==> config.mk <==
export PLATFORM = sky130hd
export DESIGN_NAME = cache_data_store
export DESIGN_NICKNAME = d
export VERILOG_FILES = /design/src/design/cache_geom_pkg.sv /design/src/design/mem_bus_pkg.sv /design/src/design/cache_data_store.sv
export VERILOG_INCLUDE_DIRS = /design/src /design/src/include
export SDC_FILE = /design/constraint.sdc
export NUM_CORES = 2
export LEC_CHECK = 0
export BUFFER_PORTS_ARGS = -buffer_cell sky130_fd_sc_hd__buf_4
export CORE_MARGIN = 5
export CORE_UTILIZATION = 25
export CTS_BUF_LIST = sky130_fd_sc_hd__clkbuf_8
export CTS_CLUSTER_DIAMETER = 120
export CTS_CLUSTER_SIZE = 25
export DETAILED_ROUTE_END_ITERATION = 6
export PLACE_DENSITY = 0.43
export SLEW_MARGIN = 15
export SYNTH_ARGS = -nofsm -noshare
export SYNTH_HDL_FRONTEND = slang
export SYNTH_SLANG_ARGS = --single-unit
==> constraint.sdc <==
create_clock -name clk -period 4.9 [get_ports clk]
set_clock_uncertainty 0.15 [all_clocks]
set_input_delay 0.98 -clock clk [delete_from_list [all_inputs] [get_ports clk]]
set_output_delay 0.98 -clock clk [all_outputs]
set_load 0.005 [all_outputs]
==> src/include/cache_consts.svh <==
`ifndef CACHE_CONSTS_SVH
`define CACHE_CONSTS_SVH

// Cache geometry
`define CACHE_SETS        16
`define CACHE_WAYS        2
`define CACHE_BLOCK_WORDS 4

// Main memory model
`define MEM_WORDS         1024
`define MEM_WAIT          2    // Cycles from sampled request to ready, at least 2

// Bus widths
`define ADDR_BITS         32
`define WORD_BITS         32
`define STRB_BITS         4

`endif
==> src/design/cache_geom_pkg.sv <==
`include "cache_consts.svh"

package cache_geom_pkg;

	localparam int OFFSET_BITS = $clog2(`CACHE_BLOCK_WORDS);
	localparam int INDEX_BITS  = $clog2(`CACHE_SETS);
	localparam int WAY_BITS    = $clog2(`CACHE_WAYS);
	localparam int TAG_BITS    = `ADDR_BITS - INDEX_BITS - OFFSET_BITS - 2; // Above index, offset, byte

	typedef logic [OFFSET_BITS-1:0] offset_t; // Word within a block
	typedef logic [INDEX_BITS-1:0]  index_t;  // Set number
	typedef logic [TAG_BITS-1:0]    tag_t;    // Upper address bits
	typedef logic [WAY_BITS-1:0]    way_t;    // Way number

	// Controller sequence for one request
	typedef enum logic [2:0] {
		IDLE,      // Wait for a request
		LOOKUP,    // Compare tags
		WRITEBACK, // Dirty victim out to memory
		REFILL,    // Missed block in from memory
		RESPOND    // Serve the request
	} ctrl_state_t;

endpackage

==> src/design/mem_bus_pkg.sv <==
`include "cache_consts.svh"

package mem_bus_pkg;

	typedef logic [`ADDR_BITS-1:0] addr_t; // Byte address
	typedef logic [`WORD_BITS-1:0] word_t; // Data word
	typedef logic [`STRB_BITS-1:0] strb_t; // Byte lane enables, zero for a read

	// One request on the processor or memory side
	typedef struct packed {
		addr_t addr;  // Byte address, word aligned
		word_t wdata; // Write data
		strb_t wstrb; // Lanes to write
	} bus_req_t;

endpackage

==> src/design/cache_data_store.sv <==
`timescale 1ns/1ps
`include "cache_consts.svh"

module cache_data_store
	import mem_bus_pkg::*;
	import cache_geom_pkg::*;
(
	input  logic    clk,
	input  way_t    way,
	input  index_t  index,
	input  offset_t word,
	input  logic    we,
	input  strb_t   wstrb,
	input  word_t   wdata,
	output word_t   rdata
);

	word_t data_mem [`CACHE_WAYS][`CACHE_SETS][`CACHE_BLOCK_WORDS];

	assign rdata = data_mem[way][index][word]; // Asynchronous read

	// Only the enabled byte lanes change
	always_ff @(posedge clk) begin
		if (we) begin
			for (int b = 0; b < `STRB_BITS; b++) begin
				if (wstrb[b])
					data_mem[way][index][word][8*b +: 8] <= wdata[8*b +: 8];
			end
		end
	end

endmodule

Word-level counts from Yosys, hierarchy flattened
Memory sizes are Yosys's and may differ from the RTL's.
Cells that the tools add are included.
{ "classes": {"mux": 6178, "reduce_logical": 2, "n_bitwise": 6146, "magnitude_cmp": 4} }
{ "ops": {"columns": ["cell", "count"], "rows": [
  ["$mux W2048", 4],
  ["$mux W1", 6152],
  ["$or A1 B1 Y1", 6144],
  ["$demux W128 S4", 4],
  ["$mux W128", 6],
  ["$bmux W128 S4", 1],
  ["$demux W32 S2", 4],
  ["$mux W32", 3],
  ["$bmux W32 S2", 1],
  ["$mux W24", 1],
  ["$mux W16", 1],
  ["$mux W8", 1],
  ["$ge A5 B5 Y1 const B", 1],
  ["$lt A5 B1 Y1 const B", 1],
  ["$not A4 Y5", 1],
  ["$ge A3 B3 Y1 const B", 1],
  ["$lt A3 B1 Y1 const B", 1],
  ["$not A2 Y3", 1],
  ["$logic_and A1 B1 Y1", 2]
]} }
{ "word_totals": {"memories": 1, "regBits": 0, "input_bits": 45, "wordCells": 12331, "out_inout_bits": 32, "mem_bits_rw": 4096} }
{ "memory_table": {"columns": ["memory", "depth", "word_bits", "rd", "rd_ports_with_merged_regs", "wr", "line_no", "text"], "rows": [
  ["data_mem", 2, 2048, 1, 0, 1, "cache_data_store.sv:18", "word_t data_mem [`CACHE_WAYS][`CACHE_SETS][`CACHE_BLOCK_WORDS];"]
]} }

Depth between registers and ports, before layout
{ "depth": {"depth_word": 11, "mapped_depth": 8, "mapped_depth_nobuf": 4} }

Least setup slack after synthesis
OpenSTA, ideal clock, no wires.
{ "synth_path": {"path_kind": "input -> output", "from": "input way", "to": "output rdata[0]", "n_path_buf": 3, "setup_slack_ps": 224, "stages": 7, "arrival_time_ps": 3546, "path_cell_list": "clkbuf_1 buf_2 clkbuf_1 mux4_2 mux4_2 mux4_2 mux2_2"} }
{ "synth_via": {"elab_chain_cells": 7} }
{ "synth_lines": {"columns": ["element", "line_no", "text"], "rows": [
  ["start: declaration", "cache_data_store.sv:9", "input way_t way,"],
  ["$mem_v2 Z2 W2048", null, null],
  ["$bmux W128 S4", "cache_data_store.sv:20", "assign rdata = data_mem[way][index][word];"],
  ["$mux W128 (not written as such) (2 in a row)", "cache_data_store.sv:20", null],
  ["$bmux W32 S2", "cache_data_store.sv:20", null],
  ["$mux W32 (not written as such) (2 in a row)", "cache_data_store.sv:20", null],
  ["end: declaration", "cache_data_store.sv:15", "output word_t rdata"]
]} }
No other way between the ends. The select of a mux whose other input is x is not followed.

Final worst setup path
{ "layout_path": {"from": "input way", "to": "output rdata[6]"} }
The elaborated chain is that of the path after synthesis.

==> flow_summary.ini <==
[min_path]
hp-class = in2reg

[synth]
synth_common_cells = 4096 x edfxtp_1, 1344 x mux4_2, 515 x nor2_1, 284 x clkbuf_1, 81 x buf_2
synth_most_common_cell = edfxtp_1
synth_seq_cells = 4096
yosys-top-cells-area = edfxtp_1 78%, mux4_2 19%, nor2_1 1.2%, clkbuf_1 0.68%, buf_2 0.26%
yosys_most_used_dff = edfxtp_1
syn_nets = 6491
async_reset_ff_share_pct = 0
synthCells = 6446
yosysTopAreaCell = edfxtp_1
synth_cell_types = 13
ys_warn_count = 0
syn_avg_cell_area_um2 = 24.4
synth.cell_area_mm2 = 0.158
synth_edf_count = 4096
synth_top_area_share_pct = 78.1
ys_seq_area_share_pct = 78.1

[clock_network]
clkSinkCount = 4096
htreeDepth = 4
cts_root_buf = clkbuf_8
clk_transition_reported_paths_ns = 0.14
cts_made_buffers = 186
tritoncts = yes
cts_max_path_buffers = 4

[layout]
top_register = data_mem
num-fill-cells = 60900
areaGrowthSynthToFinish_pct = 13.6
final_cells = 15600
drive_gt1_share_pct = 35.2
top_regs = data_mem x4096
largest_reg_flops = 4096
design_area_mm2 = 0.179
nets = 7261

[sta]
setup_viol = 32
hold_violations = 0
period_needed_ns = 5.18
rsz0062_at_grt = true
final-max-slew-violation-count = 0
relSlewSlack_pct = 16.8
fin_ws_ns = -0.278
max_freq_mhz = 193
tightest_slew_ns = 1.25
post-route-period-util_pct = 106

[floorplan]
core_area_mm2 = 0.628
boundaryPins = 77
die_h_um = 804
die_w_um = 804
core.rowCount = 291
dieArea_mm2 = 0.646
start_util_pct = 25.1

[worst_setup_path]
crit_end = rdata[6]
critical_path_required_ns = 3.77
crit_fanout = 7
worstSetupEndpointType = primary output
startpoint_type = primary input
cpMaxStageDelayCell = mux4_2
crit_type = in2out
crit_chain = buf_16 -> buf_16 -> buf_16 -> buf_12 -> buf_8 -> mux4_2 -> mux4_2 -> mux4_2 -> mux2_4 -> buf_8
cp-startpoint = way
cp_data_arrival_time_ns = 4.05
cpPeakStageDelay_ns = 0.59

[run_status]
violations = negative setup slack
outcome = finished with violations

[placement]
dpl.hpwl_um = 307000
gp_congestion = 0.767
pre_cts_ws_ns = -0.456
place_inst = 15300
postPlaceCellArea_mm2 = 0.175
portBuffers = 76

[route]
first_pass_iters = 7
drc = 0
antenna_left = 0
vias = 71300
via_per_inst = 4.57
first_iter_violations = 7065
totalWireLength_um = 458000
wl_per_cell_um = 29.4

[flow_run]
maxCapViolCount = 0

[global_route]
grt_pass1_wl_um = 630000
grt-ovfl-total = 0
antenna_found_initial = 53
grt_max_degree = 102
grt_pass1_vias = 73900
gr-usage-all-layers_pct = 13.8

[power]
p_leak_uw = 0.0532
peakVddDrop_mv = 0.238
powerDensity_mw_per_mm2 = 317
-- final cells by class --
class                      count  area, µm²  area share (%)
clock buffer                 188       2590            1.45
sequential                  4096     123000            68.7
tap                         8350      10400            5.84
antenna                       22       55.1          0.0308
timing repair buffer         959       9630            5.38
multi-input combinational   1973      33200            18.5
clock inverter                13        118          0.0657
-- worst max-delay path: cells and delay by family --
family	cells	cell delay, ns
mux	4	2.08
buf+inv	6	0.90
-- cell usage in the layout (no fill, tap or decap), types with 3 or more instances in the layout --
master and n:
buf_8 6, clkbuf_8 188, nand3_1 64, inv_6 3
nand3_4 4, mux2_2 5, edfxtp_1 4096, nor2_1 515
mux4_2 1344, buf_4 750, and2_1 3, buf_12 114
nand2_4 3, clkbuf_16 7, mux2_4 27, buf_6 49
clkinvlp_4 8, buf_16 31, nor2b_1 7, diode_2 22
-- worst min-delay path by stage --
| stage | start | to | slack [ns] | depth (start not counted) |
|---|---|---|---|---|
| after global placement | wdata[2] | data_mem[0][1890]$_DFFE_PP_ | 1.27 | 1 |
| after floorplan | wdata[0] | data_mem[0][0]$_DFFE_PP_ | 0.93 | 0 |
| final | wdata[17] | data_mem[1][1393]$_DFFE_PP_ | 0.18 | 1 |
| after global routing | wdata[0] | data_mem[1][1888]$_DFFE_PP_ | 0.07 | 1 |
| after detailed placement | wdata[2] | data_mem[1][1890]$_DFFE_PP_ | 1.29 | 1 |
| after CTS | wdata[0] | data_mem[1][1888]$_DFFE_PP_ | 0.04 | 1 |
-- through the flow --
stage / setup TNS (ns) / hold slack, ns / total power (µW) / util (%)
floorplan: 0 / 0.929 / 41300 / -
global placement: -12.17 / 1.27 / 43600 / 27.8
detailed placement: -11.95 / 1.29 / 43600 / 27.8
CTS: -8.32 / 0.0363 / 57400 / 28.4
global route: -7.72 / 0.0730 / 58700 / 28.5
finish: -6.48 / 0.181 / 56700 / 28.5
-- power breakdown --
part	leakage, µW	internal [µW]	switching (µW)
Clock	0.00138	3540	10200
Sequential	0.0368	38600	15.5
Combinational	0.0150	1820	2490
-- repair_timing --
action	in CTS	in global routing
hold buffers	1	0
pin swaps	0	0
gates cloned	9	7
endpoints found under the hold margin	3	0
gates resized for setup	73	45
setup buffers	26	33
setup endpoints to repair	32	32
-- metal layers --
layer	vias to the layer above	share of wire, %	GRT usage [%]
li1	28900	-	-
met1	40200	43	19.0
met2	1789	49	23.0
met3	382	5.3	2.18
met4	14	2.3	3.07
met5	-	0.019	0
-- cell families (layout without fill, tap and decap cells) --
family	Yosys count	count (layout)	share of synthesized area, %
AND/OR/NAND/NOR	597	597	1.50
multiplexers	1376	1376	19.4
other	0	22	0
buffers and inverters	377	1160	0.965
flip-flops	4096	4096	78.1
Power figures use the tool's default switching activity.
