<file path="src/include/cache_consts.svh">
`ifndef CACHE_CONSTS_SVH
`define CACHE_CONSTS_SVH

// Cache geometry
`define CACHE_SETS        16
`define CACHE_WAYS        2
`define CACHE_BLOCK_WORDS 4

// Main memory model
`define MEM_WORDS         1024
`define MEM_WAIT          2    // Cycles from sampled request to ready, at least 2

// Bus widths
`define ADDR_BITS         32
`define WORD_BITS         32
`define STRB_BITS         4

`endif
</file>
<file path="src/design/cache_geom_pkg.sv">
`include "cache_consts.svh"

package cache_geom_pkg;

	localparam int OFFSET_BITS = $clog2(`CACHE_BLOCK_WORDS);
	localparam int INDEX_BITS  = $clog2(`CACHE_SETS);
	localparam int WAY_BITS    = $clog2(`CACHE_WAYS);
	localparam int TAG_BITS    = `ADDR_BITS - INDEX_BITS - OFFSET_BITS - 2; // Above index, offset, byte

	typedef logic [OFFSET_BITS-1:0] offset_t; // Word within a block
	typedef logic [INDEX_BITS-1:0]  index_t;  // Set number
	typedef logic [TAG_BITS-1:0]    tag_t;    // Upper address bits
	typedef logic [WAY_BITS-1:0]    way_t;    // Way number

	// Controller sequence for one request
	typedef enum logic [2:0] {
		IDLE,      // Wait for a request
		LOOKUP,    // Compare tags
		WRITEBACK, // Dirty victim out to memory
		REFILL,    // Missed block in from memory
		RESPOND    // Serve the request
	} ctrl_state_t;

endpackage

</file>
<file path="src/design/cache_tag_store.sv">
`timescale 1ns/1ps
`include "cache_consts.svh"

module cache_tag_store
	import cache_geom_pkg::*;
(
	input  logic   clk,
	input  logic   resetn,
	input  index_t index,
	input  tag_t   tag,
	input  logic   fill,
	input  logic   mark_dirty,
	input  logic   touch,
	input  way_t   way,
	output logic   hit,
	output way_t   hit_way,
	output way_t   victim_way,
	output logic   victim_dirty,
	output tag_t   victim_tag
);

	tag_t tag_mem   [`CACHE_SETS][`CACHE_WAYS];
	logic valid_mem [`CACHE_SETS][`CACHE_WAYS];
	logic dirty_mem [`CACHE_SETS][`CACHE_WAYS];
	way_t lru_mem   [`CACHE_SETS];          // Least recently used way of each set

	always_comb begin
		hit     = 1'b0;
		hit_way = '0;
		for (int w = 0; w < `CACHE_WAYS; w++) begin
			if (valid_mem[index][w] && tag_mem[index][w] == tag) begin
				hit     = 1'b1;
				hit_way = way_t'(w);
			end
		end
	end

	// Empty way first, else the LRU way
	always_comb begin
		if (!valid_mem[index][0])
			victim_way = way_t'(0);
		else if (!valid_mem[index][1])
			victim_way = way_t'(1);
		else
			victim_way = lru_mem[index];
	end

	assign victim_dirty = dirty_mem[index][victim_way];
	assign victim_tag   = tag_mem[index][victim_way];   // Write-back address

	always_ff @(posedge clk) begin
		if (!resetn) begin
			for (int s = 0; s < `CACHE_SETS; s++) begin
				lru_mem[s] <= '0;
				for (int w = 0; w < `CACHE_WAYS; w++) begin
					tag_mem[s][w]   <= '0;
					valid_mem[s][w] <= 1'b0;
					dirty_mem[s][w] <= 1'b0;
				end
			end
		end else begin
			if (fill) begin
				tag_mem[index][way]   <= tag;
				valid_mem[index][way] <= 1'b1;
				dirty_mem[index][way] <= mark_dirty; // Clean unless written in the same cycle
			end else if (mark_dirty) begin
				dirty_mem[index][way] <= 1'b1;
			end
			if (touch)
				lru_mem[index] <= ~way; // Other way becomes LRU
		end
	end

endmodule

</file>
<file path="config.mk">
export PLATFORM = sky130hd
export DESIGN_NAME = cache_tag_store
export DESIGN_NICKNAME = d
export VERILOG_FILES = /design/src/design/cache_geom_pkg.sv /design/src/design/cache_tag_store.sv
export VERILOG_INCLUDE_DIRS = /design/src /design/src/include
export SDC_FILE = /design/constraint.sdc
export NUM_CORES = 1
export LEC_CHECK = 0
export ABC_AREA = 1
export BUFFER_PORTS_ARGS = -buffer_cell sky130_fd_sc_hd__buf_2
export CAP_MARGIN = 20
export CORE_UTILIZATION = 40
export DETAILED_ROUTE_END_ITERATION = 8
export GPL_ROUTABILITY_DRIVEN = 0
export HOLD_SLACK_MARGIN = 0.12
export PLACE_DENSITY = 0.56
export SYNTH_ARGS = -nofsm -noshare
export SYNTH_HDL_FRONTEND = slang
export SYNTH_SLANG_ARGS = --single-unit
</file>
<file path="constraint.sdc">
create_clock -name clk -period 2.6 [get_ports clk]
set_input_delay 0.52 -clock clk [delete_from_list [all_inputs] [get_ports clk]]
set_output_delay 0.52 -clock clk [all_outputs]
set_load 0.01 [all_outputs]
</file>
Yosys cells after proc, flatten, opt, wreduce, memory -nomap -nowiden
Memories as Yosys holds them, arrays and structs flattened.
Index checks and enable logic that the tools add are counted.
{ "totals": {"ff_bits": 0, "latchBits": 0, "ram_bits": 848, "romBits": 0, "out_inout_bits": 28, "elab_cells": 62, "n_memories": 4} }
{ "memory_table": {"columns": ["name", "depth", "word_bits", "rd", "rd_clocked_by_memory_dff", "wr", "line", "rtl"], "rows": [
  ["tag_mem", 16, 48, 1, 0, 16, "cache_tag_store.sv:22", "tag_t tag_mem [`CACHE_SETS][`CACHE_WAYS];"],
  ["dirty_mem", 16, 2, 1, 0, 16, "cache_tag_store.sv:24", "logic dirty_mem [`CACHE_SETS][`CACHE_WAYS];"],
  ["valid_mem", 16, 2, 1, 0, 16, "cache_tag_store.sv:23", "logic valid_mem [`CACHE_SETS][`CACHE_WAYS];"],
  ["lru_mem", 16, 1, 1, 0, 16, "cache_tag_store.sv:25", "way_t lru_mem [`CACHE_SETS];"]
]} }
{ "classes": {"addsub": 0, "multipliers": 0, "n_div": 0, "n_lt_le_gt_ge": 3, "eq_ne": 2, "shift": 0, "muxes": 41, "n_bitwise": 5, "n_reduce_logical": 7} }
{ "ops": {"columns": ["cell", "n"], "rows": [
  ["48-bit two-way mux", 3],
  ["24-bit two-way mux", 4],
  ["24-bit equality test", 2],
  ["48-bit OR reduction", 1],
  ["24-bit demux with 1-bit select", 1],
  ["1-bit two-way mux", 22],
  ["4-bit two-way mux", 4],
  ["2-bit two-way mux", 6],
  ["2-bit greater-or-equal comparator, second input constant", 2],
  ["1-bit NOT with 2-bit output", 2],
  ["2-bit OR reduction", 2],
  ["1-bit logical AND", 3],
  ["2-bit by 1-bit less-than comparator with 1-bit output, second input constant", 1],
  ["1-bit bitwise OR", 2],
  ["1-bit demux with 1-bit select", 1],
  ["1-bit NOT", 1],
  ["1-bit OR reduction", 1]
]} }

Longest topological paths before layout
{ "logic_depth": {"word_depth": 9, "depth_mapped": 19} }

Worst setup path before layout
No wires, ideal clock.
{ "synth_path": {"path_type": "in2reg", "from": "input index[1]", "to": "memory tag_mem[6][24] in the netlist's numbering (enable)", "setup_time_ns": 0.381, "arrival_ns": 2.424, "required_time_ns": 2.219, "slack_ns": -0.205, "path_stages": 11, "n_path_buf": 5, "cell_sequence": "inv_1 -> nor2_1 -> buf_6 -> buf_6 -> buf_6 -> buf_4 -> inv_1 -> nor2_2 -> nand2_1 -> buf_2 -> nand2_1"} }
{ "synth_rtl": {"columns": ["element", "line", "rtl"], "rows": [
  ["from (decl)", "cache_tag_store.sv:9", "input index_t index,"],
  ["to (decl)", "cache_tag_store.sv:22", null]
]} }

Worst setup path after layout
{ "layout_path": {"from": "input index[0]", "to": "output hit"} }
{ "layout_between": {"elab_chain_cells": 5} }
{ "layout_rtl": {"columns": ["element", "line", "rtl"], "rows": [
  ["memory 16 x 48 bit", null, null],
  ["24-bit equality test", "cache_tag_store.sv:31", "if (valid_mem[index][w] && tag_mem[index][w] == tag) begin"],
  ["1-bit logical AND", "cache_tag_store.sv:31", null],
  ["1-bit two-way mux", "cache_tag_store.sv:31", null],
  ["1-bit two-way mux *", "cache_tag_store.sv:31", null],
  ["to (decl)", "cache_tag_store.sv:15", "output logic hit,"]
]} }
Every way passes the cells marked *; elsewhere a longest branch is shown, timed or not.

==> results.txt <==
Non-filler cells, final = 6017
Hold_ws = 0.3322 ns
Minimum clock period = 3.267 ns
Final Cell Area = 48980 um^2
Worst Path Arrival = 2.75 ns
Crit path cell chain = buf_16 > buf_16 > buf_8 > buf_4 > nand2_1 > a21oi_1 > o21ai_0 > nand2_1 > nor2_2 > nand2_1 > nand2_1 > nand2_1 > nor2_2 > nand2_2 > nor2_4 > nand2_8 > nand2_8 > buf_6
Fill count = 8763
WL/cell = 21.92 um
Die area = 98540 um^2
Num rows = 114
CTS tree = built
CP max-delay cell = nor2_4
Most frequent CP cell = nand2_1
Slew @ Worst Pin = 0.6413 ns
HP Class = input pin to flop
Global routing usage on met1 = 0.3744
Maximum ir drop on the vdd rail = 0.4720 mV
Grt total ovfl = 0
Critical-path maximum fanout = 14
Die Width = 313.9 um
Endpoint type of the worst setup path = output port
Vias in the first global route = 29804
Startpoint Class = input pin
Avg Cell Area, Syn = 8.965 um^2
Core Region = 96570 um^2
Iteration-0 DRC Markers = 3704
Final core occ = 0.5072
Grt peak-use layer = met2
Antenna violations before repair = 2
Post-Place Cells = 5767
DP HPWL = 81020 um
Syn Std Cell Area = 38920 um^2
Max-cap violations = 0
Clock Latency Late Sink = 0.66 ns
CP max stage delay = 0.20 ns
TritonRoute pass-1 iters = 6
CTS clk-pin slew, worst paths = 0.06 ns
Cell taking the most area after synthesis = edfxtp_1
Sequential area share after synthesis = 0.6415
Peak Freq = 0.3061 GHz
Detail Route Antenna Nets = 0
RSZ-0062 raised after global routing = true
Starting Density = 0.4030
Fin Clk Skew = 0 ns
Slew Viols, Final = 0
TritonCTS Buffers = 94
LEAKAGE = 20.74 nW
GRT met3 Usage = 0.04110
Worst path required time = 2.08 ns
Post-route clock period utilization = 1.257
Post-synth top area share = 0.6158
Setup tns final = -15.46 ns
Max_slew headroom = 0.5724
Ys Warns = 0
Gate Count Post-Synth = 4341
Die span in y = 313.9 um
Final WS setup = -0.6670 ns
Yosys reg bits = 848
Sink Count = 848
DP Area = 43470 um^2
Global-route wire length before repair = 192200 um
H-tree lvl count = 3
Fin nets = 4701
Detailed-route wire length = 131900 um
Via count = 31821
Antenna Cells = 0
Total GRT Usage = 0.2620
Failing checks = negative setup slack
GR Util met2 = 0.4152
Final Hold Fails = 0
Layout cell share with drive strength beyond 1 = 0.1890
Setup Crit Path Kind = input pin to output port
Largest net degree at the start of global routing = 52
# DRC = 0
Top Ports = 62
Cell Pwr Density = 676.8 nW/um^2
Root Driver = clkbuf_16
Outcome = finished with violations
PortBufs = 61
Vias/cell = 5.289
Setup violators final = 28
Syn Nets = 4375
Area Growth Syn to Fin = 25.86%
Clk buf depth = 3
Synth top area cells = edfxtp_1, nand2_1, nor2_1, dfxtp_1, clkbuf_1
Worst slack, placed = -1.247 ns
Distinct cells, synth = 24
Total power = 33.15 mW
layout by cell type (no fill, tap or decap), types with 33 or more instances in the layout:
master	count
edfxtp_1	798
o21ai_0	77
a22oi_1	54
nand3_1	86
clkinv_1	37
a21oi_1	33
nand2_2	94
inv_1	69
buf_4	324
nand2_1	1714
buf_12	81
buf_2	33
nor2_1	855
clkbuf_16	108
buf_6	59
dfxtp_1	49
state kept, by name, indices dropped and copies added (netlist names):
register and flops:
valid_mem 32, tag_mem 768, lru_mem 16, dirty_mem 32
kinds of logic (layout without fill, tap and decap cells):
kind of cell / after synthesis / in the layout / synth area share
and+or+nand+nor: 2864 / 2864 / 0.2814
DFF: 848 / 848 / 0.6415
buffers and inverters: 401 / 801 / 0.04353
AOI/OAI and AO/OA: 228 / 228 / 0.03363
where the power goes:
group	total (mW)	switching, mW	internal, mW	leakage [nW]
sequential	15.8	0.193	15.6	8.00
clock	13.3	5.56	7.77	1.47
combinational	4.02	2.53	1.49	11.3
synth_stat cells:
cell / instances
a211oi_1: 1
a21oi_1: 38
a22oi_1: 66
buf_1: 17
buf_2: 88
buf_4: 5
buf_6: 8
clkbuf_1: 184
clkinv_1: 17
dfxtp_1: 50
edfxtp_1: 798
inv_1: 80
inv_2: 2
nand2_1: 1827
nand3_1: 95
nand4_1: 13
nor2_1: 900
nor2_2: 6
nor3_1: 20
nor4_1: 1
o21ai_0: 122
o21ai_1: 1
or2_0: 1
or3_1: 1
area by class of cell:
class                           instances  area [um^2]  area share
Clock buffer                          121         2546     0.05199
Clock inverter                         49        479.2    0.009784
Inverter                               99        405.4    0.008277
Multi-Input combinational cell       3092        13270      0.2710
Sequential cell                       848        24970      0.5097
Tap cell                             1276         1597     0.03260
Timing Repair Buffer                  532         5714      0.1167
routing by layer:
layer | share of wire | wire [um] | up-vias
met5 | 0.00020 | 26 | -
met4 | 0.022 | 2932 | 4
met3 | 0.094 | 12390 | 181
met2 | 0.46 | 61250 | 1469
met1 | 0.42 | 55310 | 15491
li1 | - | - | 14676
worst paths after layout:
| kind | startpoint | endpoint | slack (ns) | depth (start not counted) |
|---|---|---|---|---|
| max reg2reg | valid_mem[15][0]$_DFF_P_ | valid_mem[15][0]$_DFF_P_ | 1.92 | 3 |
| max | index[0] | hit | -0.67 | 18 |
| min | way | lru_mem[1]$_DFF_P_ | 0.33 | 3 |
| min reg2reg | valid_mem[0][1]$_DFF_P_ | valid_mem[0][1]$_DFF_P_ | 0.44 | 2 |
critical path, delay by kind of cell:
| kind | cells | cell delay, ns |
|---|---|---|
| AO/OA/AOI/OAI | 2 | 0.24 |
| buffers and inverters | 5 | 0.73 |
| AND/OR/NAND/NOR | 11 | 1.21 |
timing repair:
action / CTS / global route
setup buffers: 54 / 21
endpoints found under the setup margin: 28 / 28
pin swaps: 61 / 67
resized for setup: 286 / 128
hold buffers: 0 / 0
gates cloned: 9 / 13
Power figures use the tool's default switching activity.
