**config.mk**
```make
export PLATFORM = sky130hd
export DESIGN_NAME = cache_ctrl_fsm
export DESIGN_NICKNAME = d
export VERILOG_FILES = /design/src/design/cache_geom_pkg.sv /design/src/design/mem_bus_pkg.sv /design/src/design/cache_ctrl_fsm.sv
export VERILOG_INCLUDE_DIRS = /design/src /design/src/include
export SDC_FILE = /design/constraint.sdc
export NUM_CORES = 1
export LEC_CHECK = 0
export BUFFER_PORTS_ARGS = -buffer_cell sky130_fd_sc_hd__buf_4
export CAP_MARGIN = 10
export CORE_AREA = 3 3 132 134
export DETAILED_ROUTE_END_ITERATION = 10
export DIE_AREA = 0 0 135 137
export RECOVER_POWER = 100
export SLEW_MARGIN = 20
export SYNTH_ARGS = -nofsm -noshare
export SYNTH_HDL_FRONTEND = slang
export SYNTH_SLANG_ARGS = --single-unit
export TNS_END_PERCENT = 50
```
**constraint.sdc**
```tcl
create_clock -name clk -period 7.4 [get_ports clk]
set_clock_uncertainty 0.2 [all_clocks]
set_input_delay 0.37 -clock clk [delete_from_list [all_inputs] [get_ports clk]]
set_output_delay 0.37 -clock clk [all_outputs]
set_load 0.01 [all_outputs]
```
**src/include/cache_consts.svh**
```systemverilog
`ifndef CACHE_CONSTS_SVH
`define CACHE_CONSTS_SVH

// Cache geometry
`define CACHE_SETS        16
`define CACHE_WAYS        2
`define CACHE_BLOCK_WORDS 4

// Main memory model
`define MEM_WORDS         1024
`define MEM_WAIT          2    // Cycles from sampled request to ready, at least 2

// Bus widths
`define ADDR_BITS         32
`define WORD_BITS         32
`define STRB_BITS         4

`endif
```
**src/design/cache_geom_pkg.sv**
```systemverilog
`include "cache_consts.svh"

package cache_geom_pkg;

	localparam int OFFSET_BITS = $clog2(`CACHE_BLOCK_WORDS);
	localparam int INDEX_BITS  = $clog2(`CACHE_SETS);
	localparam int WAY_BITS    = $clog2(`CACHE_WAYS);
	localparam int TAG_BITS    = `ADDR_BITS - INDEX_BITS - OFFSET_BITS - 2; // Above index, offset, byte

	typedef logic [OFFSET_BITS-1:0] offset_t; // Word within a block
	typedef logic [INDEX_BITS-1:0]  index_t;  // Set number
	typedef logic [TAG_BITS-1:0]    tag_t;    // Upper address bits
	typedef logic [WAY_BITS-1:0]    way_t;    // Way number

	// Controller sequence for one request
	typedef enum logic [2:0] {
		IDLE,      // Wait for a request
		LOOKUP,    // Compare tags
		WRITEBACK, // Dirty victim out to memory
		REFILL,    // Missed block in from memory
		RESPOND    // Serve the request
	} ctrl_state_t;

endpackage

```
**src/design/mem_bus_pkg.sv**
```systemverilog
`include "cache_consts.svh"

package mem_bus_pkg;

	typedef logic [`ADDR_BITS-1:0] addr_t; // Byte address
	typedef logic [`WORD_BITS-1:0] word_t; // Data word
	typedef logic [`STRB_BITS-1:0] strb_t; // Byte lane enables, zero for a read

	// One request on the processor or memory side
	typedef struct packed {
		addr_t addr;  // Byte address, word aligned
		word_t wdata; // Write data
		strb_t wstrb; // Lanes to write
	} bus_req_t;

endpackage

```
**src/design/cache_ctrl_fsm.sv**
```systemverilog
`timescale 1ns/1ps

module cache_ctrl_fsm
	import mem_bus_pkg::*;
	import cache_geom_pkg::*;
(
	input  logic     clk,
	input  logic     resetn,
	input  logic     cpu_valid,
	input  bus_req_t cpu_req,
	output logic     cpu_ready,
	output word_t    cpu_rdata,
	output logic     mem_valid,
	output bus_req_t mem_req,
	input  logic     mem_ready,
	input  word_t    mem_rdata,
	input  logic     hit,
	input  way_t     hit_way,
	input  way_t     victim_way,
	input  logic     victim_dirty,
	input  tag_t     victim_tag,
	output index_t   req_index,
	output tag_t     req_tag,
	output logic     tag_fill,
	output logic     tag_dirty,
	output logic     tag_touch,
	output way_t     tag_way,
	output way_t     data_way,
	output offset_t  data_word,
	output logic     data_we,
	output strb_t    data_wstrb,
	output word_t    data_wdata,
	input  word_t    rd_word,
	output logic     burst_clear,
	output logic     burst_step,
	input  offset_t  burst_word,
	input  logic     burst_last,
	output logic     hit_evt,
	output logic     miss_evt
);

	ctrl_state_t state, state_nxt;
	bus_req_t    req_q;     // Latched processor request
	way_t        way_q;     // Way that serves the request
	logic        miss_q;    // Request missed, new tag to commit
	offset_t     req_word;
	logic        req_write;

	assign req_word  = req_q.addr[2 +: OFFSET_BITS];
	assign req_index = req_q.addr[2+OFFSET_BITS +: INDEX_BITS];
	assign req_tag   = req_q.addr[2+OFFSET_BITS+INDEX_BITS +: TAG_BITS];
	assign req_write = |req_q.wstrb;

	always_comb begin
		state_nxt = state;
		case (state)
			IDLE:      if (cpu_valid) state_nxt = LOOKUP;
			LOOKUP: begin
				if (hit)
					state_nxt = RESPOND;
				else if (victim_dirty)
					state_nxt = WRITEBACK; // Victim must go out first
				else
					state_nxt = REFILL;
			end
			WRITEBACK: if (mem_ready && burst_last) state_nxt = REFILL;
			REFILL:    if (mem_ready && burst_last) state_nxt = RESPOND;
			RESPOND:   state_nxt = IDLE;
			default:   state_nxt = IDLE;
		endcase
	end

	always_ff @(posedge clk) begin
		if (!resetn) begin
			state     <= IDLE;
			mem_valid <= 1'b0;
			miss_q    <= 1'b0;
		end else begin
			state <= state_nxt;
			if (state == LOOKUP)
				miss_q <= !hit;
			// One idle cycle between words of a burst
			if ((state == WRITEBACK || state == REFILL) && state_nxt == state)
				mem_valid <= mem_valid ? !mem_ready : 1'b1;
			else
				mem_valid <= 1'b0;
		end
	end

	always_ff @(posedge clk) begin
		if (state == IDLE && cpu_valid)
			req_q <= cpu_req;
		if (state == LOOKUP)
			way_q <= hit ? hit_way : victim_way; // Refill lands in the victim
	end

	assign cpu_ready = (state == RESPOND);
	assign cpu_rdata = rd_word;
	assign hit_evt   = (state == LOOKUP) && hit;
	assign miss_evt  = (state == LOOKUP) && !hit;

	assign burst_clear = (state == LOOKUP);
	assign burst_step  = mem_valid && mem_ready; // One word done

	assign tag_fill  = (state == RESPOND) && miss_q;
	assign tag_dirty = (state == RESPOND) && req_write;
	assign tag_touch = (state == RESPOND);
	assign tag_way   = way_q;

	assign data_way   = way_q;
	assign data_word  = (state == RESPOND) ? req_word : burst_word;
	assign data_we    = (state == REFILL && mem_ready) || (state == RESPOND && req_write);
	assign data_wstrb = (state == REFILL) ? '1 : req_q.wstrb;
	assign data_wdata = (state == REFILL) ? mem_rdata : req_q.wdata;

	always_comb begin
		mem_req.addr  = {(state == WRITEBACK) ? victim_tag : req_tag, req_index, burst_word, 2'b00};
		mem_req.wdata = rd_word;                          // Victim word during write-back
		mem_req.wstrb = (state == WRITEBACK) ? '1 : '0;   // Refill reads
	end

endmodule

```
# Word level (Yosys, flattened, before mapping)
# Cells that the tools add are included.
# totals
reg_bits	74
inputBits	167
output_inout_bits	178
wordCells	41
# classes
eq_ne	5
mux	13
reduce_logical	16
# op_table
op	n
2-to-1 mux 32 bit	1
2-to-1 mux 24 bit	1
2-to-1 mux 3 bit	4
case mux 3 bit (4 select lines)	1
logical AND 1 bit	9
2-to-1 mux 4 bit	2
== test 3 x 2 -> 1 bit, second input constant	2
OR reduction 4 bit	1
== test 3 x 1 -> 1 bit, second input constant	1
== test 3 bit	1
== test 3 bit, second input constant	1
logical NOT 3 bit	1
2-to-1 mux 1 bit	3
logical NOT 1 bit	2
logical OR 1 bit	2
2-to-1 mux 2 bit	1
AND reduction 2 bit	1

# Logic depth before layout (Yosys ltp)
# depth
word_depth	6
mapped_depth	5
ltp_nobuf	3

# Worst setup path before layout
# Ideal clock, no wire load.
# synth_timing
path_type	register to register
startpoint	reg state[1]
endpoint	reg req_q (netlist bit mem_req[40]) (enable)
setup_time_ns	0.677
t_arrival_ns	7.322
slack_ns	-0.798
path_stages_with_launch	3
period_less_slack_ns	8.198
path_cell_list	dfxtp_1 buf_2 nor4b_1
# synth_via
elab_chain_cells	2
# synth_rtl
item	line_no	rtl
start: declaration	cache_ctrl_fsm.sv:42	ctrl_state_t state, state_nxt;
start signal: assignment	cache_ctrl_fsm.sv:79	state <= state_nxt;
logical NOT 3 bit	cache_ctrl_fsm.sv:91	if (state == IDLE && cpu_valid)
logical AND 1 bit	cache_ctrl_fsm.sv:91	
end signal: assignment	cache_ctrl_fsm.sv:92	req_q <= cpu_req;
end: declaration	cache_ctrl_fsm.sv:43	bus_req_t req_q;
# No other way between the ends.
# A chain may end at the register's enable or synchronous reset.

# Worst setup path after layout
# layout_timing
startpoint	reg state[1]
endpoint	reg req_q (netlist bit req_tag[20]) (enable)
# Same word-level chain as after synthesis.

==> summary.md <==
| Metric | Value |
|---|---|
| Status | complete, but fails checks |
| Failing checks | capacitance limit, slew limit |
| Total CTS buffers | 9 |
| Post-CTS Resized | 0 |
| Share of layout cells above drive strength 1 | 0.426 |
| Total Wirelength | 12900 µm |
| Initial drt markers | 74 |
| IO buf count | 244 |
| Hold Crit Class | input pin to register |
| Clk buf depth | 2 |
| Least-Margin Pin Slew | 3.76 ns |
| CP top delay family | buffers and inverters |
| Avg Inst Size Synth | 13.8 µm² |
| YS warnings | 0 |
| Total grt overflow | 0 |
| First-pass detailed-route iteration total | 4 |
| Power Total | 0.00120 W |
| Hpwl dp | 9930 µm |
| Compound-Gate Fraction of Synth Area | 0.0181 |
| Largest net degree at the start of global routing | 67 |
| Post-synthesis adder-cell area fraction | 0 |
| Rel. slew slack | -1.50 |
| Skew-Pair Late Insertion Delay | 0.33 ns |
| # diodes | 0 |
| P&R area growth vs syn | 47.6% |
| Fmax | 0.245 GHz |
| CORE AREA | 0.0164 mm² |
| Final setup TNS | 0 ns |
| Worst R2R Setup Slack | 3.32 ns |
| H-tree depth | 3 |
| Cell Chain, Critical Path | nor4b_4 -> clkbuf_1 |
| Leakage | 2.25 nW |
| Netlist cell types | 30 |
| CP Max Fanout | 66 |
| Number of global-route vias before repair | 3148 |
| Reg clk slew, reported paths | 0.06 ns |
| Crit start category | register |
| Die Y-Extent | 137 µm |
| Slowest CP cell | clkbuf_1 |
| Unrepaired setup endpoints after global routing | no |
| # Max-Cap Violations | 2 |
| DR WL/cell | 18.0 µm |
| Worst path arrival time | 3.74 ns |
| Clk sinks | 72 |
| Buf+Inv Stages, Crit Path | 1 |
| CTS root buffer | clkbuf_16 |
| GRT Util Overall | 0.133 |
| First-pass GRT wire length | 18200 µm |
| Synthesized instance count | 280 |
| Cell row count | 47 |
| Worst reg2reg path depth | 2 |
| CP endpoint | req_tag[20] |
| Final net count | 657 |
| Largest family of logic cells by synthesized area | buffers and inverters |
| Netlist Area Pre-Place | 0.00388 mm² |
| RePlAce Congestion | 0.713 |
| Setup Buffers After CTS | 0 |
| Crit Path Category | register to register |
| Mux share of post-synthesis cell area | 0.171 |
| Final setup viols | 0 |
| Period utilization | 0.552 |
| CTS tree | yes |
| Xor-xnor portion of the synthesized cell area | 0 |
| Post-route core utilization | 0.349 |
| WP data required | 7.05 ns |
| CP max stage delay | 2.67 ns |
| Routed vias | 2832 |
| Number of synthesized register bits | 72 |
| Synth Area in Simple Gates | 0.0436 |
| Critical path depth | 2 |
| Die W | 135 µm |
| Crit Reg-Reg Startpoint | state[1] |
| RR Endpoint | req_tag[20] |
| Max Slew Vio Count | 95 |
| Vias/cell | 3.96 |
| Fin. Hold Viols | 0 |
| Worst Setup SP | state[1] |
| Initial Util | 0.236 |
| Crit path capture type | register |
| Post-DRT Antenna Nets | 0 |
| Total die area | 0.0185 mm² |
| Post-synthesis sequential area ratio | 0.545 |
| IR drop worst, VDD | 91.5 µV |
| DRC | 0 |
| Number of hold buffers added after CTS | 60 |
| Final min period | 4.08 ns |
| Initial antenna violation count | 0 |
| Pwr dens | 210 mW/mm² |
| IO Count | 345 |
## power breakdown
part | switching [W] | leakage, nW | total (W) | internal (W)
combinational | 0.000104 | 1.41 | 0.000223 | 0.000119
sequential | 0.0000160 | 0.680 | 0.000508 | 0.000492
clock | 0.000173 | 0.155 | 0.000469 | 0.000296
## registers in the layout, indices dropped and copies added (netlist names)
name	flops
mem_req	4
data_way	1
req_tag	24
mem_valid	1
req_q	38
state	3
miss_q	1
## worst min path at each step
stage	startpoint	endpoint	slack, ns	cells past startpoint
2_1_floorplan	cpu_req[40]	mem_req[40]	0.27	0
3_3_place_gp	miss_q	miss_q	0.30	2
3_5_place_dp	miss_q	miss_q	0.32	2
4_1_cts	cpu_req[65]	req_tag[21]	0.0002	1
5_1_grt	cpu_req[57]	req_tag[13]	0.03	1
6_report	cpu_req[57]	req_tag[13]	0.05	1
## cell families after synthesis
logic type,count (synthesis)
buf+inv,115
mux,59
compound gates,9
other cells,1
flops,72
simple gates,24
## stage by stage
stage | cell area, µm² | hold slack (ns) | instances | worst slack [ns]
floorplan | 3890 | 0.269 | 281 | 2.51
global placement | 5170 | 0.299 | 635 | 4.88
detailed placement | 5170 | 0.322 | 635 | 4.86
CTS | 6090 | 0.000210 | 711 | 4.47
global route | 5720 | 0.0258 | 715 | 2.98
finish | 5720 | 0.0483 | 715 | 3.32
## final cells by class
| type | count | area [µm²] |
|---|---|---|
| Clock buffer | 9 | 225 |
| Timing Repair Buffer | 310 | 2110 |
| Fill cell | 1655 | 10700 |
| Tap cell | 220 | 275 |
| Clock inverter | 7 | 93.8 |
| Sequential cell | 72 | 2110 |
| Multi-Input combinational cell | 94 | 895 |
| Inverter | 3 | 11.3 |
## cell usage in the layout, fill, tap and decap left out, types with 2 or more instances in the layout
| cell | instances |
|---|---|
| clkbuf_16 | 9 |
| edfxtp_1 | 67 |
| buf_4 | 79 |
| conb_1 | 2 |
| and2_0 | 4 |
| inv_6 | 2 |
| nor3b_1 | 3 |
| nand3_1 | 2 |
| mux2_2 | 50 |
| nand2_1 | 2 |
| clkbuf_4 | 66 |
| bufinv_16 | 2 |
| nor2_1 | 4 |
| inv_1 | 3 |
| clkbuf_1 | 101 |
| dfxtp_1 | 5 |
| dlygate4sd3_1 | 64 |
| clkinv_1 | 2 |
| mux2_1 | 9 |
| nand2b_1 | 5 |
| o21ai_0 | 2 |
## layer usage
layer | wire length [µm] | track usage
met5 | 0 | 0
met1 | 4120 | 0.129
met3 | 1390 | 0.0596
met2 | 7130 | 0.247
met4 | 253 | 0.0493
## synth_stat cells
cell type | n | area share
nand2_4 | 1 | 0.0029
nand3_1 | 2 | 0.0026
nor3b_2 | 1 | 0.0032
inv_2 | 1 | 0.00097
nor2_1 | 4 | 0.0039
nor3b_1 | 2 | 0.0039
o21ai_0 | 2 | 0.0026
a221oi_1 | 1 | 0.0023
nand2_1 | 1 | 0.00097
and2_1 | 4 | 0.0065
buf_6 | 2 | 0.0058
a31o_2 | 1 | 0.0023
mux2_1 | 2 | 0.0058
buf_2 | 1 | 0.0013
buf_4 | 109 | 0.21
a211oi_1 | 1 | 0.0019
and3_1 | 1 | 0.0016
nor2b_4 | 1 | 0.0035
nand2b_1 | 5 | 0.0081
nor4b_1 | 1 | 0.0023
conb_1 | 1 | 0.00097
a21o_1 | 1 | 0.0019
nor3_4 | 1 | 0.0042
edfxtp_1 | 67 | 0.52
o41a_1 | 1 | 0.0029
inv_1 | 2 | 0.0019
a2111oi_0 | 1 | 0.0023
mux2_2 | 57 | 0.17
dfxtp_1 | 5 | 0.026
a22oi_1 | 1 | 0.0019
No activity file was read; power rests on OpenSTA's default activity.
