File: config.mk
export PLATFORM = sky130hd
export DESIGN_NAME = access_counters
export DESIGN_NICKNAME = d
export VERILOG_FILES = /design/src/design/mem_bus_pkg.sv /design/src/design/access_counters.sv
export VERILOG_INCLUDE_DIRS = /design/src /design/src/include
export SDC_FILE = /design/constraint.sdc
export NUM_CORES = 1
export LEC_CHECK = 0
export BUFFER_PORTS_ARGS = -buffer_cell sky130_fd_sc_hd__buf_2
export CORE_MARGIN = 5
export CORE_UTILIZATION = 58
export DETAILED_ROUTE_END_ITERATION = 12
export PLACE_DENSITY = 0.89
export SETUP_SLACK_MARGIN = 0.15
export SLEW_MARGIN = 20
export SYNTH_ARGS = -nofsm -noshare
export SYNTH_HDL_FRONTEND = slang
export SYNTH_SLANG_ARGS = --single-unit
File: constraint.sdc
create_clock -name clk -period 3.8 [get_ports clk]
set_clock_uncertainty 0.15 [all_clocks]
set_input_delay 0.38 -clock clk [delete_from_list [all_inputs] [get_ports clk]]
set_output_delay 0.38 -clock clk [all_outputs]
set_load 0.02 [all_outputs]
File: src/include/cache_consts.svh
`ifndef CACHE_CONSTS_SVH
`define CACHE_CONSTS_SVH

// Cache geometry
`define CACHE_SETS        16
`define CACHE_WAYS        2
`define CACHE_BLOCK_WORDS 4

// Main memory model
`define MEM_WORDS         1024
`define MEM_WAIT          2    // Cycles from sampled request to ready, at least 2

// Bus widths
`define ADDR_BITS         32
`define WORD_BITS         32
`define STRB_BITS         4

`endif
File: src/design/mem_bus_pkg.sv
`include "cache_consts.svh"

package mem_bus_pkg;

	typedef logic [`ADDR_BITS-1:0] addr_t; // Byte address
	typedef logic [`WORD_BITS-1:0] word_t; // Data word
	typedef logic [`STRB_BITS-1:0] strb_t; // Byte lane enables, zero for a read

	// One request on the processor or memory side
	typedef struct packed {
		addr_t addr;  // Byte address, word aligned
		word_t wdata; // Write data
		strb_t wstrb; // Lanes to write
	} bus_req_t;

endpackage

File: src/design/access_counters.sv
`timescale 1ns/1ps

module access_counters
	import mem_bus_pkg::*;
(
	input  logic  clk,
	input  logic  resetn,
	input  logic  hit_evt,
	input  logic  miss_evt,
	output word_t hit_count,
	output word_t miss_count
);

	// One pulse per lookup, counts wrap on overflow
	always_ff @(posedge clk) begin
		if (!resetn) begin
			hit_count  <= '0;
			miss_count <= '0;
		end else begin
			if (hit_evt)
				hit_count <= hit_count + 1'b1;
			if (miss_evt)
				miss_count <= miss_count + 1'b1;
		end
	end

endmodule

**After elaboration in Yosys (flattened, before gate mapping)**

Index checks and enable logic that the tools add are counted.

- Output and inout bits: 64
- Register bits after elaboration: 64

- Add/subtract/negate cells: 2

Operators with widths:

| operator | count |
|---|---|
| $add A32 B1 Y32 const B | 2 |

**Longest topological paths before layout**

Gate-level depths: netlist of run 1.

- Word-level depth: 1
- Gate-level depth with buffers: 7
- Mapped depth without buffers: 5

**Worst setup path after synthesis of run 1**

OpenSTA, ideal clock, no wires.

- Kind: register -> register
- Start: register hit_count[0]
- End: register hit_count[30]
- Path buffers: 2
- Period minus slack after synthesis: 2.395 ns
- Data required time: 3.578 ns
- Arrival: 2.173 ns
- Path slack: 1.405 ns
- Library setup time: 0.072 ns
- Cell stages (with the launch flop): 8
- Cells stage by stage: dfxtp_1 -> ha_1 -> nand3_1 -> or4_1 -> clkbuf_1 -> buf_6 -> nor4_1 -> mux2i_1

- Cells in the longest elaborated chain, start to end: 1

RTL lines:

| what | RTL line | text |
|---|---|---|
| from (decl) | access_counters.sv:10 | `output word_t hit_count,` |
| from (signal assigned) | access_counters.sv:21 | `hit_count <= hit_count + 1'b1;` |
| $add A32 B1 Y32 | access_counters.sv:21 |  |

Every way passes these cells.
A chain may end at the register's enable or synchronous reset.

**Worst setup path in the final report of run 1**

- Start: register hit_count[0]
- End: register hit_count[24]

Same word-level chain as after synthesis.

==> flow_summary.toml, run 1 <==
[worst_setup_path]
crit_path_max_fanout = 18
critical_path_data_arrival_time_ps = 2690
worstSetupPathType = "register to register"
crit_path_start_kind = "register"
cp.required_ps = 3910
capturing_element_type_of_the_critical_path = "register"

[cells_and_area]
stdcell_area_um2 = 3540
area_growth_syn_to_layout_pct = 15.6
fraction_of_final_layout_cells_with_drive_strength_greater_than_1_pct = 20.5
num_antenna_cells = 0
fin_nets = 419

[route]
route.final.wire_length_mm = 7.33
drcViolationCount = 0
routed_length_per_placed_instance_um = 15.1
ant_nets = 0
firstDrtPassIters = 5
detail_route.iter0.violations = 117
dr_total_vias = 2925
drt-vias-per-instance = 6.03

[power_and_ir_drop]
cellPowerDensity_nw_per_um2 = 345
total_leakage_power_nw = 1.37
irDropWorstVdd_mv = 0.219
fin_total_pwr_mw = 1.22

[clocking]
cts-hold-fix-buffers = 0
tritoncts = "built"
clock_tree.buffer_depth = 2
clockRootBuffer = "sky130_fd_sc_hd__clkbuf_8"
cts-buffers-inserted = 9
clock_sink_count = 64
cts_repair_resize_count = 0
cts_htree_levels = 3
clock_latency_late_sink_ps = 340
post-cts-setup-buffer-count = 0
cts.clk_slew.worst_paths_ps = 60

[synth]
yosys_warnings = 0
synth.yosys.seq_area_share_pct = 41.8
yosys_register_bits = 64
synth_nets = 357
edff_count_synth = 0
syn_area_um2 = 3060
post_synth_inst_count = 351
synthDistinctLibCells = 34
synth_async_sr_flop_share_pct = 0
synthesis.area_per_instance_um2 = 8.72
main_synth_ff_type = "sky130_fd_sc_hd__dfxtp_1"

[placement]
placedInstanceArea_um2 = 3380
pre_cts_ws_ps = 1240
detailedPlacementHpwl_mm = 5.15
place.gp.congestion = 0.799
buffer_ports.inserted = 67

[sta]
setup_viol = 0
final.min_clock_period_ps = 2580
worst_slack_ps = 1220
grt_setup_unrepaired = "false"
worst_slew_slack_as_a_fraction_of_its_limit_pct = 39.2
final.period_utilization_pct = 68.0
report.final.hold_viol_count = 0
hold_ws_ps = 232
setup_tns_ps = 0
worst-slew-pin-transition_ps = 911
finalMaxSlewViolations = 0
fmax_ghz = 0.387

[floorplanning]
design.die.area_um2 = 6830
rows = 26
die-width_um = 82.7
coreArea_um2 = 5110
floorplan.initialDensity_pct = 59.9
number_of_ports_placed_on_the_die_boundary = 68
vertical_die_dimension_um = 82.7

[global_routing]
grt_first_pass_wirelength_mm = 12.1
gr-total-overflow = 0
grt.total_usage_pct = 22.7
vias_in_the_first_global_route = 2757
grt_start_max_net_pins = 55
initial_antenna_violation_count = 0

[status]
run_status = "finished, final reports clean"

[hold_path]
holdCritPathClass = "primary input to register"

[flow_run]
cap_viol_max_count = 0
flip-flops by register name, indices dropped and copies added (netlist names):
signal      cells
hit_count      32
miss_count     32
synth_stat cells (2+ instances only):
library cell               instances  area share [%]
sky130_fd_sc_hd__dfxtp_1          64              42
sky130_fd_sc_hd__nand2_1          31             3.8
sky130_fd_sc_hd__nor2_1           30             3.7
sky130_fd_sc_hd__a21oi_1          27             4.4
sky130_fd_sc_hd__nand3_1          21             3.4
sky130_fd_sc_hd__or4_1            21             5.1
sky130_fd_sc_hd__o31ai_1          18             4.4
sky130_fd_sc_hd__nand4_1          16             3.3
sky130_fd_sc_hd__xnor2_1          13             3.7
sky130_fd_sc_hd__clkbuf_1         12             1.5
sky130_fd_sc_hd__xor2_1           12             3.4
sky130_fd_sc_hd__mux2i_1          11             3.6
sky130_fd_sc_hd__or3_1            10             2.0
sky130_fd_sc_hd__and4_1            9             2.6
sky130_fd_sc_hd__nand2b_1          9             1.8
sky130_fd_sc_hd__nor3_1            8             1.3
sky130_fd_sc_hd__o21ai_0           8             1.3
sky130_fd_sc_hd__and3_1            5             1.0
sky130_fd_sc_hd__nor4_1            5             1.0
sky130_fd_sc_hd__inv_1             4            0.49
sky130_fd_sc_hd__buf_6             2            0.74
sky130_fd_sc_hd__ha_1              2            0.82
sky130_fd_sc_hd__o21a_1            2            0.49
per-layer routing:
layer  vias to the layer above  wire length [µm]  track usage, %
li1                       1414                 -               -
met4                         0               112            11.4
met3                        12               579            4.34
met1                      1365              3160            27.1
met5                         -                 0               0
met2                       134              3480            38.9
metrics by stage:
step                      std cells  util [%]
after floorplan                 351         -
after global placement          472      66.2
after detailed placement        472      66.2
after CTS                       485      69.3
after global routing            485      69.3
final                           485      69.3
cell type report:
class	instances	area, µm²
well taps	70	87.6
flip-flops and latches	64	1280
clock inverters	1	5.00
fillers	430	1570
repair buffers	67	335
multi-input cells	266	1660
clock buffers	12	155
inverters	5	18.8
worst max-delay path, stage by stage, from the launching register on:
cell,delay (ps)
sky130_fd_sc_hd__dfxtp_1,400
sky130_fd_sc_hd__ha_1,230
sky130_fd_sc_hd__nand3_1,160
sky130_fd_sc_hd__or4_1,810
sky130_fd_sc_hd__or4_1,580
sky130_fd_sc_hd__a21oi_1,160
worst paths after layout:
check	to	slack [ps]	from	cells after the start
worst max-delay path	hit_count[24]	1220	hit_count[0]	5
worst min-delay path	hit_count[0]	230	hit_evt	3
worst max register to register	hit_count[24]	1220	hit_count[0]	5
worst min register to register	hit_count[21]	340	hit_count[21]	2
placed cells by master, fill, tap and decap left out, types with 2 or more instances in the layout:
cell type / Yosys / routed
sky130_fd_sc_hd__nor4_1: 5 / 5
sky130_fd_sc_hd__o31ai_1: 18 / 18
sky130_fd_sc_hd__dfxtp_1: 64 / 64
sky130_fd_sc_hd__xor2_1: 12 / 12
sky130_fd_sc_hd__o21a_1: 2 / 2
sky130_fd_sc_hd__a21oi_1: 27 / 27
sky130_fd_sc_hd__nand2b_1: 9 / 9
sky130_fd_sc_hd__clkbuf_8: 0 / 11
sky130_fd_sc_hd__nand3_1: 21 / 21
sky130_fd_sc_hd__nor3_1: 8 / 8
sky130_fd_sc_hd__mux2i_1: 11 / 11
sky130_fd_sc_hd__and4_1: 9 / 9
sky130_fd_sc_hd__nor2_1: 30 / 30
sky130_fd_sc_hd__nand2_1: 31 / 31
sky130_fd_sc_hd__inv_1: 4 / 4
sky130_fd_sc_hd__or4_1: 21 / 21
sky130_fd_sc_hd__nand4_1: 16 / 16
sky130_fd_sc_hd__buf_2: 1 / 67
sky130_fd_sc_hd__ha_1: 2 / 2
sky130_fd_sc_hd__o21ai_0: 8 / 8
sky130_fd_sc_hd__xnor2_1: 13 / 13
sky130_fd_sc_hd__and3_1: 5 / 5
sky130_fd_sc_hd__or3_1: 10 / 10
report_power, final:
group / switching (mW) / leakage (nW) / internal [mW]
combinational: 0.0271 / 0.771 / 0.0120
clock: 0.239 / 0.0842 / 0.260
sequential: 0.00590 / 0.516 / 0.675
total: 0.272 / 1.37 / 0.948
logic make-up after synthesis:
kind of cell / count (synthesis) / share of synthesized area, %
flip-flops: 64 / 41.8
XOR/XNOR: 25 / 7.15
buffers and inverters: 21 / 4.05
multiplexers: 11 / 3.60
AO/OA/AOI/OAI: 56 / 10.9
adder cells (fa/ha/maj): 2 / 0.817
AND/OR/NAND/NOR: 172 / 31.6
Note: power is estimated with default switching activity, not from simulation.
==> run 2: changes to the inputs <==
CORE_UTILIZATION = 54   (was 58)
PLACE_DENSITY = 0.84   (was 0.89)
clock period = 2.55 ns   (was 3.8 ns; I/O delays follow)
==> flow_summary.toml, run 2 (synthesized netlist as in run 1, its figures left out) <==
[clocking]
cts.clk_slew.worst_paths_ps = 70
cts-buffers-inserted = 9
cts_htree_levels = 3
clockRootBuffer = "sky130_fd_sc_hd__clkbuf_8"
tritoncts = "built"
clock_tree.buffer_depth = 2
clock_latency_late_sink_ps = 330
clock_sink_count = 64

[global_routing]
grt_start_max_net_pins = 31
initial_antenna_violation_count = 0
grt.total_usage_pct = 20.0
grt_first_pass_wirelength_mm = 12.1
vias_in_the_first_global_route = 2645
gr-total-overflow = 0

[hold_path]
min_delay_path_depth = 3
holdCritPathClass = "primary input to register"
start_point_of_the_worst_min_delay_path = "miss_evt"

[floorplanning]
number_of_ports_placed_on_the_die_boundary = 68
rows = 27
floorplan.initialDensity_pct = 55.6
vertical_die_dimension_um = 85.3
design.die.area_um2 = 7280
die-width_um = 85.3
coreArea_um2 = 5510

[sta]
report.final.hold_viol_count = 0
finalMaxSlewViolations = 0
fmax_ghz = 0.435
worst_slack_ps = 251
final.min_clock_period_ps = 2300
grt_setup_unrepaired = "false"
setup_tns_ps = 0
worst_slew_slack_as_a_fraction_of_its_limit_pct = 63.7
final.period_utilization_pct = 90.2
setup_viol = 0
worst-slew-pin-transition_ps = 544

[route]
top_routing_layer_in_use = "met4"
routed_length_per_placed_instance_um = 14.6
dr_wl_met3_um = 451
dr_total_vias = 2854
detail_route.iter0.violations = 153
firstDrtPassIters = 4
drcViolationCount = 0
route.final.wire_length_mm = 7.18
route.layer.met1.wl_mm = 3.29
amount_of_wire_on_met2_after_detailed_routing_mm = 3.33
ant_nets = 0
drt-vias-per-instance = 5.79

[worst_setup_path]
worstSetupPathType = "register to register"
timing.reg2reg.setup_slack_ps = 250
worst_setup_path_start = "hit_count[0]"
critical_path_data_arrival_time_ps = 2410
capturing_element_type_of_the_critical_path = "register"
reg2reg_depth = 6
critical-path-top-delay-family = "simple AND/OR/NAND/NOR gates"
slowest_stage = "sky130_fd_sc_hd__or4_1"
crit_path_cell_trace = "ha_2 > nand3_2 > or4_1 > buf_4 > or4_1 > a21oi_1"
critical_path.reg2reg.startpoint = "hit_count[0]"
regToRegEndpoint = "hit_count[20]"
critical_path.endpoint = "hit_count[20]"
cp_num_cells = 6
crit_path_start_kind = "register"
worst_path_most_repeated_cell = "sky130_fd_sc_hd__or4_1"
crit_path_max_incr_delay_ps = 510
buffer_and_inverter_count_on_the_worst_path = 1
crit_path_max_fanout = 18
cp.required_ps = 2670

[status]
run_status = "finished, final reports clean"

[placement]
buffer_ports.inserted = 67
placedInstanceArea_um2 = 3410
pre_cts_ws_ps = 171
detailedPlacementHpwl_mm = 5.07
place.gp.congestion = 0.848

[cells_and_area]
area_growth_syn_to_layout_pct = 17.6
final_core_util_pct = 65.4
layout.cells.most_common = "sky130_fd_sc_hd__buf_2"
largest_registers = "hit_count x32, miss_count x32"
stdcell_area_um2 = 3600
fin_nets = 423
num_antenna_cells = 0
layout_common_cells = "67 x sky130_fd_sc_hd__buf_2, 62 x sky130_fd_sc_hd__dfxtp_1, 31 x sky130_fd_sc_hd__nand2_1, 30 x sky130_fd_sc_hd__nor2_1, 27 x sky130_fd_sc_hd__a21oi_1"
fraction_of_final_layout_cells_with_drive_strength_greater_than_1_pct = 22.8

[power_and_ir_drop]
total_leakage_power_nw = 1.39
irDropWorstVdd_mv = 0.305
cellPowerDensity_nw_per_um2 = 513

[flow_run]
cap_viol_max_count = 0
## run 2: how the worst min path moves through the flow
stage / to / slack, ps
2_1_floorplan: hit_count[17] / 280
3_5_place_dp: miss_count[31] / 320
6_report: miss_count[0] / 110
5_1_grt: miss_count[1] / 130
4_1_cts: miss_count[0] / 80
3_3_place_gp: miss_count[31] / 310
## run 2: report_power, final
part | internal [mW] | total (mW) | switching [mW]
clock network | 0.397 | 0.771 | 0.373
logic | 0.0201 | 0.0617 | 0.0416
registers | 1.01 | 1.02 | 0.00939
## run 2: cell type report
class | count | area, µm²
Clock buffer | 12 | 155
Timing Repair Buffer | 71 | 365
Clock inverter | 3 | 17.5
Inverter | 5 | 18.8
Multi-Input combinational cell | 266 | 1670
Fill cell | 463 | 1910
Tap cell | 72 | 90.1
Sequential cell | 64 | 1280
## run 2: per-stage QoR
| step | power [mW] | hold WS (ps) | std cells |
|---|---|---|---|
| after floorplan | 1.09 | 278 | 351 |
| after global placement | 1.10 | 308 | 478 |
| after detailed placement | 1.10 | 318 | 478 |
| after CTS | 1.87 | 85.0 | 493 |
| after global routing | 1.92 | 129 | 493 |
| final | 1.85 | 107 | 493 |
## run 2: worst register-to-register path, cell delays in order (launching register included)
cell	delay, ps
sky130_fd_sc_hd__dfxtp_2	380
sky130_fd_sc_hd__ha_2	210
sky130_fd_sc_hd__nand3_2	110
sky130_fd_sc_hd__or4_1	510
sky130_fd_sc_hd__buf_4	200
sky130_fd_sc_hd__or4_1	510
sky130_fd_sc_hd__a21oi_1	160
## run 2: layer usage
metal,track usage (%),vias to the layer above
li1,-,1426
met1,25.6,1338
met2,32.1,79
met3,4.27,11
met4,8.92,0
met5,0,-
## run 2: what timing repair did
| action | in CTS | in global routing |
|---|---|---|
| gates resized for setup | 0 | 5 |
| endpoints found under the setup margin | 0 | 7 |
| buffers inserted | 0 | 0 |
| hold buffers | 0 | 0 |
| endpoints found under the hold margin | 0 | 0 |
==> run 3: changes to the inputs <==
CELL_PAD_IN_SITES_DETAIL_PLACEMENT = 1   (was not set)
CELL_PAD_IN_SITES_GLOBAL_PLACEMENT = 1   (was not set)
CORE_UTILIZATION = 40   (was 54)
PLACE_DENSITY = 0.83   (was 0.84)
==> flow_summary.toml, run 3 (synthesized netlist as in run 1, its figures left out) <==
[status]
run_status = "finished, final reports clean"

[sta]
report.final.hold_viol_count = 0
grt_setup_unrepaired = "true"
worst_slew_slack_as_a_fraction_of_its_limit_pct = 67.0
setup_viol = 0
finalMaxSlewViolations = 0
final.min_clock_period_ps = 2310
hold_ws_ps = 120
worst-slew-pin-transition_ps = 491
final.period_utilization_pct = 90.7
fmax_ghz = 0.432
setup_tns_ps = 0

[clocking]
clock_sink_count = 64
clock_tree.buffer_depth = 2
cts-buffers-inserted = 9
clock_latency_late_sink_ps = 340
cts_htree_levels = 3
tritoncts = "built"
post-cts-setup-buffer-count = 0
cts.clk_slew.worst_paths_ps = 70
cts-hold-fix-buffers = 0
clockRootBuffer = "sky130_fd_sc_hd__clkbuf_8"

[power_and_ir_drop]
seq_power_share_pct = 51.7
irDropWorstVdd_mv = 0.245
combinational_power_share_pct = 3.3
switching_share_pct = 22.1
clkPwrFrac_pct = 45.0
cellPowerDensity_nw_per_um2 = 535
total_leakage_power_nw = 1.41
cellInternalPower_mw = 1.53
net-switching-power_mw = 0.434

[floorplanning]
design.die.area_um2 = 9500
rows = 32
die-width_um = 97.5
coreArea_um2 = 7610
floorplan.initialDensity_pct = 40.2
vertical_die_dimension_um = 97.5
number_of_ports_placed_on_the_die_boundary = 68

[cells_and_area]
layout.cells.most_common = "sky130_fd_sc_hd__buf_2"
fin_nets = 422
layout_common_cells = "67 x sky130_fd_sc_hd__buf_2, 62 x sky130_fd_sc_hd__dfxtp_1, 31 x sky130_fd_sc_hd__nand2_1, 30 x sky130_fd_sc_hd__nor2_1, 27 x sky130_fd_sc_hd__a21oi_1"
num_antenna_cells = 0
fraction_of_final_layout_cells_with_drive_strength_greater_than_1_pct = 22.6
final-instance-count-excl-fill = 523
area_growth_syn_to_layout_pct = 19.9
fillCellCount = 949
largest_registers = "hit_count x32, miss_count x32"

[hold_path]
start_point_of_the_worst_min_delay_path = "miss_evt"
min_delay_path_depth = 3
whs_endpoint = "miss_count[1]"
holdCritPathClass = "primary input to register"

[worst_setup_path]
critical_path.reg2reg.startpoint = "hit_count[0]"
crit_path_max_incr_delay_ps = 540
regToRegEndpoint = "hit_count[24]"
worstSetupPathType = "register to register"
crit_path_max_fanout = 18
critical_path_data_arrival_time_ps = 2440
buffer_and_inverter_count_on_the_worst_path = 1
critical-path-top-delay-family = "simple AND/OR/NAND/NOR gates"
worst_setup_path_start = "hit_count[0]"
slowest_stage = "sky130_fd_sc_hd__or4_1"
cp.required_ps = 2670
worst_path_most_repeated_cell = "sky130_fd_sc_hd__or4_1"
capturing_element_type_of_the_critical_path = "register"
crit_path_cell_trace = "ha_2 > nand3_2 > or4_1 > buf_6 > or4_1 > a21oi_1"
reg2reg_depth = 6
timing.reg2reg.setup_slack_ps = 240
crit_path_start_kind = "register"

[global_routing]
grt_first_pass_wirelength_mm = 13.9
gr-total-overflow = 0
grt.total_usage_pct = 17.3
initial_antenna_violation_count = 0
grt_start_max_net_pins = 31
vias_in_the_first_global_route = 3030

[route]
dr_total_vias = 2926
ant_nets = 0
detail_route.iter0.violations = 71
drt-vias-per-instance = 5.59
route.final.wire_length_mm = 8.10
firstDrtPassIters = 4
drcViolationCount = 0
routed_length_per_placed_instance_um = 15.5

[placement]
place.gp.congestion = 0.762
detailedPlacementHpwl_mm = 5.83
dp.cells = 507
buffer_ports.inserted = 67

[flow_run]
cap_viol_max_count = 0
[run 3: changes by cell type in the layout (fill, tap and decap cells not counted), sizes merged]
cell      change
buf           -1
bufinv        +1
clkbuf        +1
clkinvlp      -1
[run 3: what timing repair did]
item,4_1_cts,5_1_grt
endpoints found under the setup margin,3,8
gates resized for setup,3,3
pin swaps,0,2
gates cloned,0,0
[run 3: metal layers]
metal	vias to the layer above	global-route usage, %	wire [µm]
met3	20	5.17	420
met2	74	29.2	3880
met5	-	0	0
met4	0	5.43	123
li1	1422	-	-
met1	1410	21.0	3680
[run 3: area by class of cell]
class	count	area, µm²	area share (%)
Multi-Input combinational cell	266	1670	45.4
Sequential cell	64	1280	35.0
Timing Repair Buffer	70	374	10.2
Clock buffer	13	159	4.33
Tap cell	102	128	3.48
Clock inverter	3	40.0	1.09
Inverter	5	18.8	0.511
[run 3: tightest hold or removal path, cell delays in order]
cell and delay (ps):
sky130_fd_sc_hd__buf_2 150, sky130_fd_sc_hd__mux2i_1 90, sky130_fd_sc_hd__nor2_1 80
[run 3: how the worst max path moves through the flow]
stage | end | slack (ps) | cells past startpoint
after floorplan | hit_count[30] | 150 | 7
after global placement | hit_count[26] | 240 | 6
after detailed placement | hit_count[24] | 120 | 6
after CTS | hit_count[24] | 180 | 6
after global routing | hit_count[24] | 140 | 6
final | hit_count[24] | 240 | 6
[run 3: power by group through the flow]
stage / Sequential (mW) / Combinational [mW] / Clock (mW)
floorplan: 1.04 / 0.0411 / 0
global placement: 1.04 / 0.0629 / 0
detailed placement: 1.04 / 0.0649 / 0
CTS: 1.02 / 0.0653 / 0.910
global route: 1.02 / 0.0717 / 0.949
finish: 1.02 / 0.0639 / 0.884
[run 3: metrics by stage]
step,power [mW],instance area (µm²),worst slack [ps],util [%]
finish,1.96,3670,237,48.3
global placement,1.10,3450,242,45.4
global route,2.04,3670,142,48.3
floorplan,1.09,3060,155,-
detailed placement,1.10,3450,121,45.4
CTS,1.99,3660,182,48.1
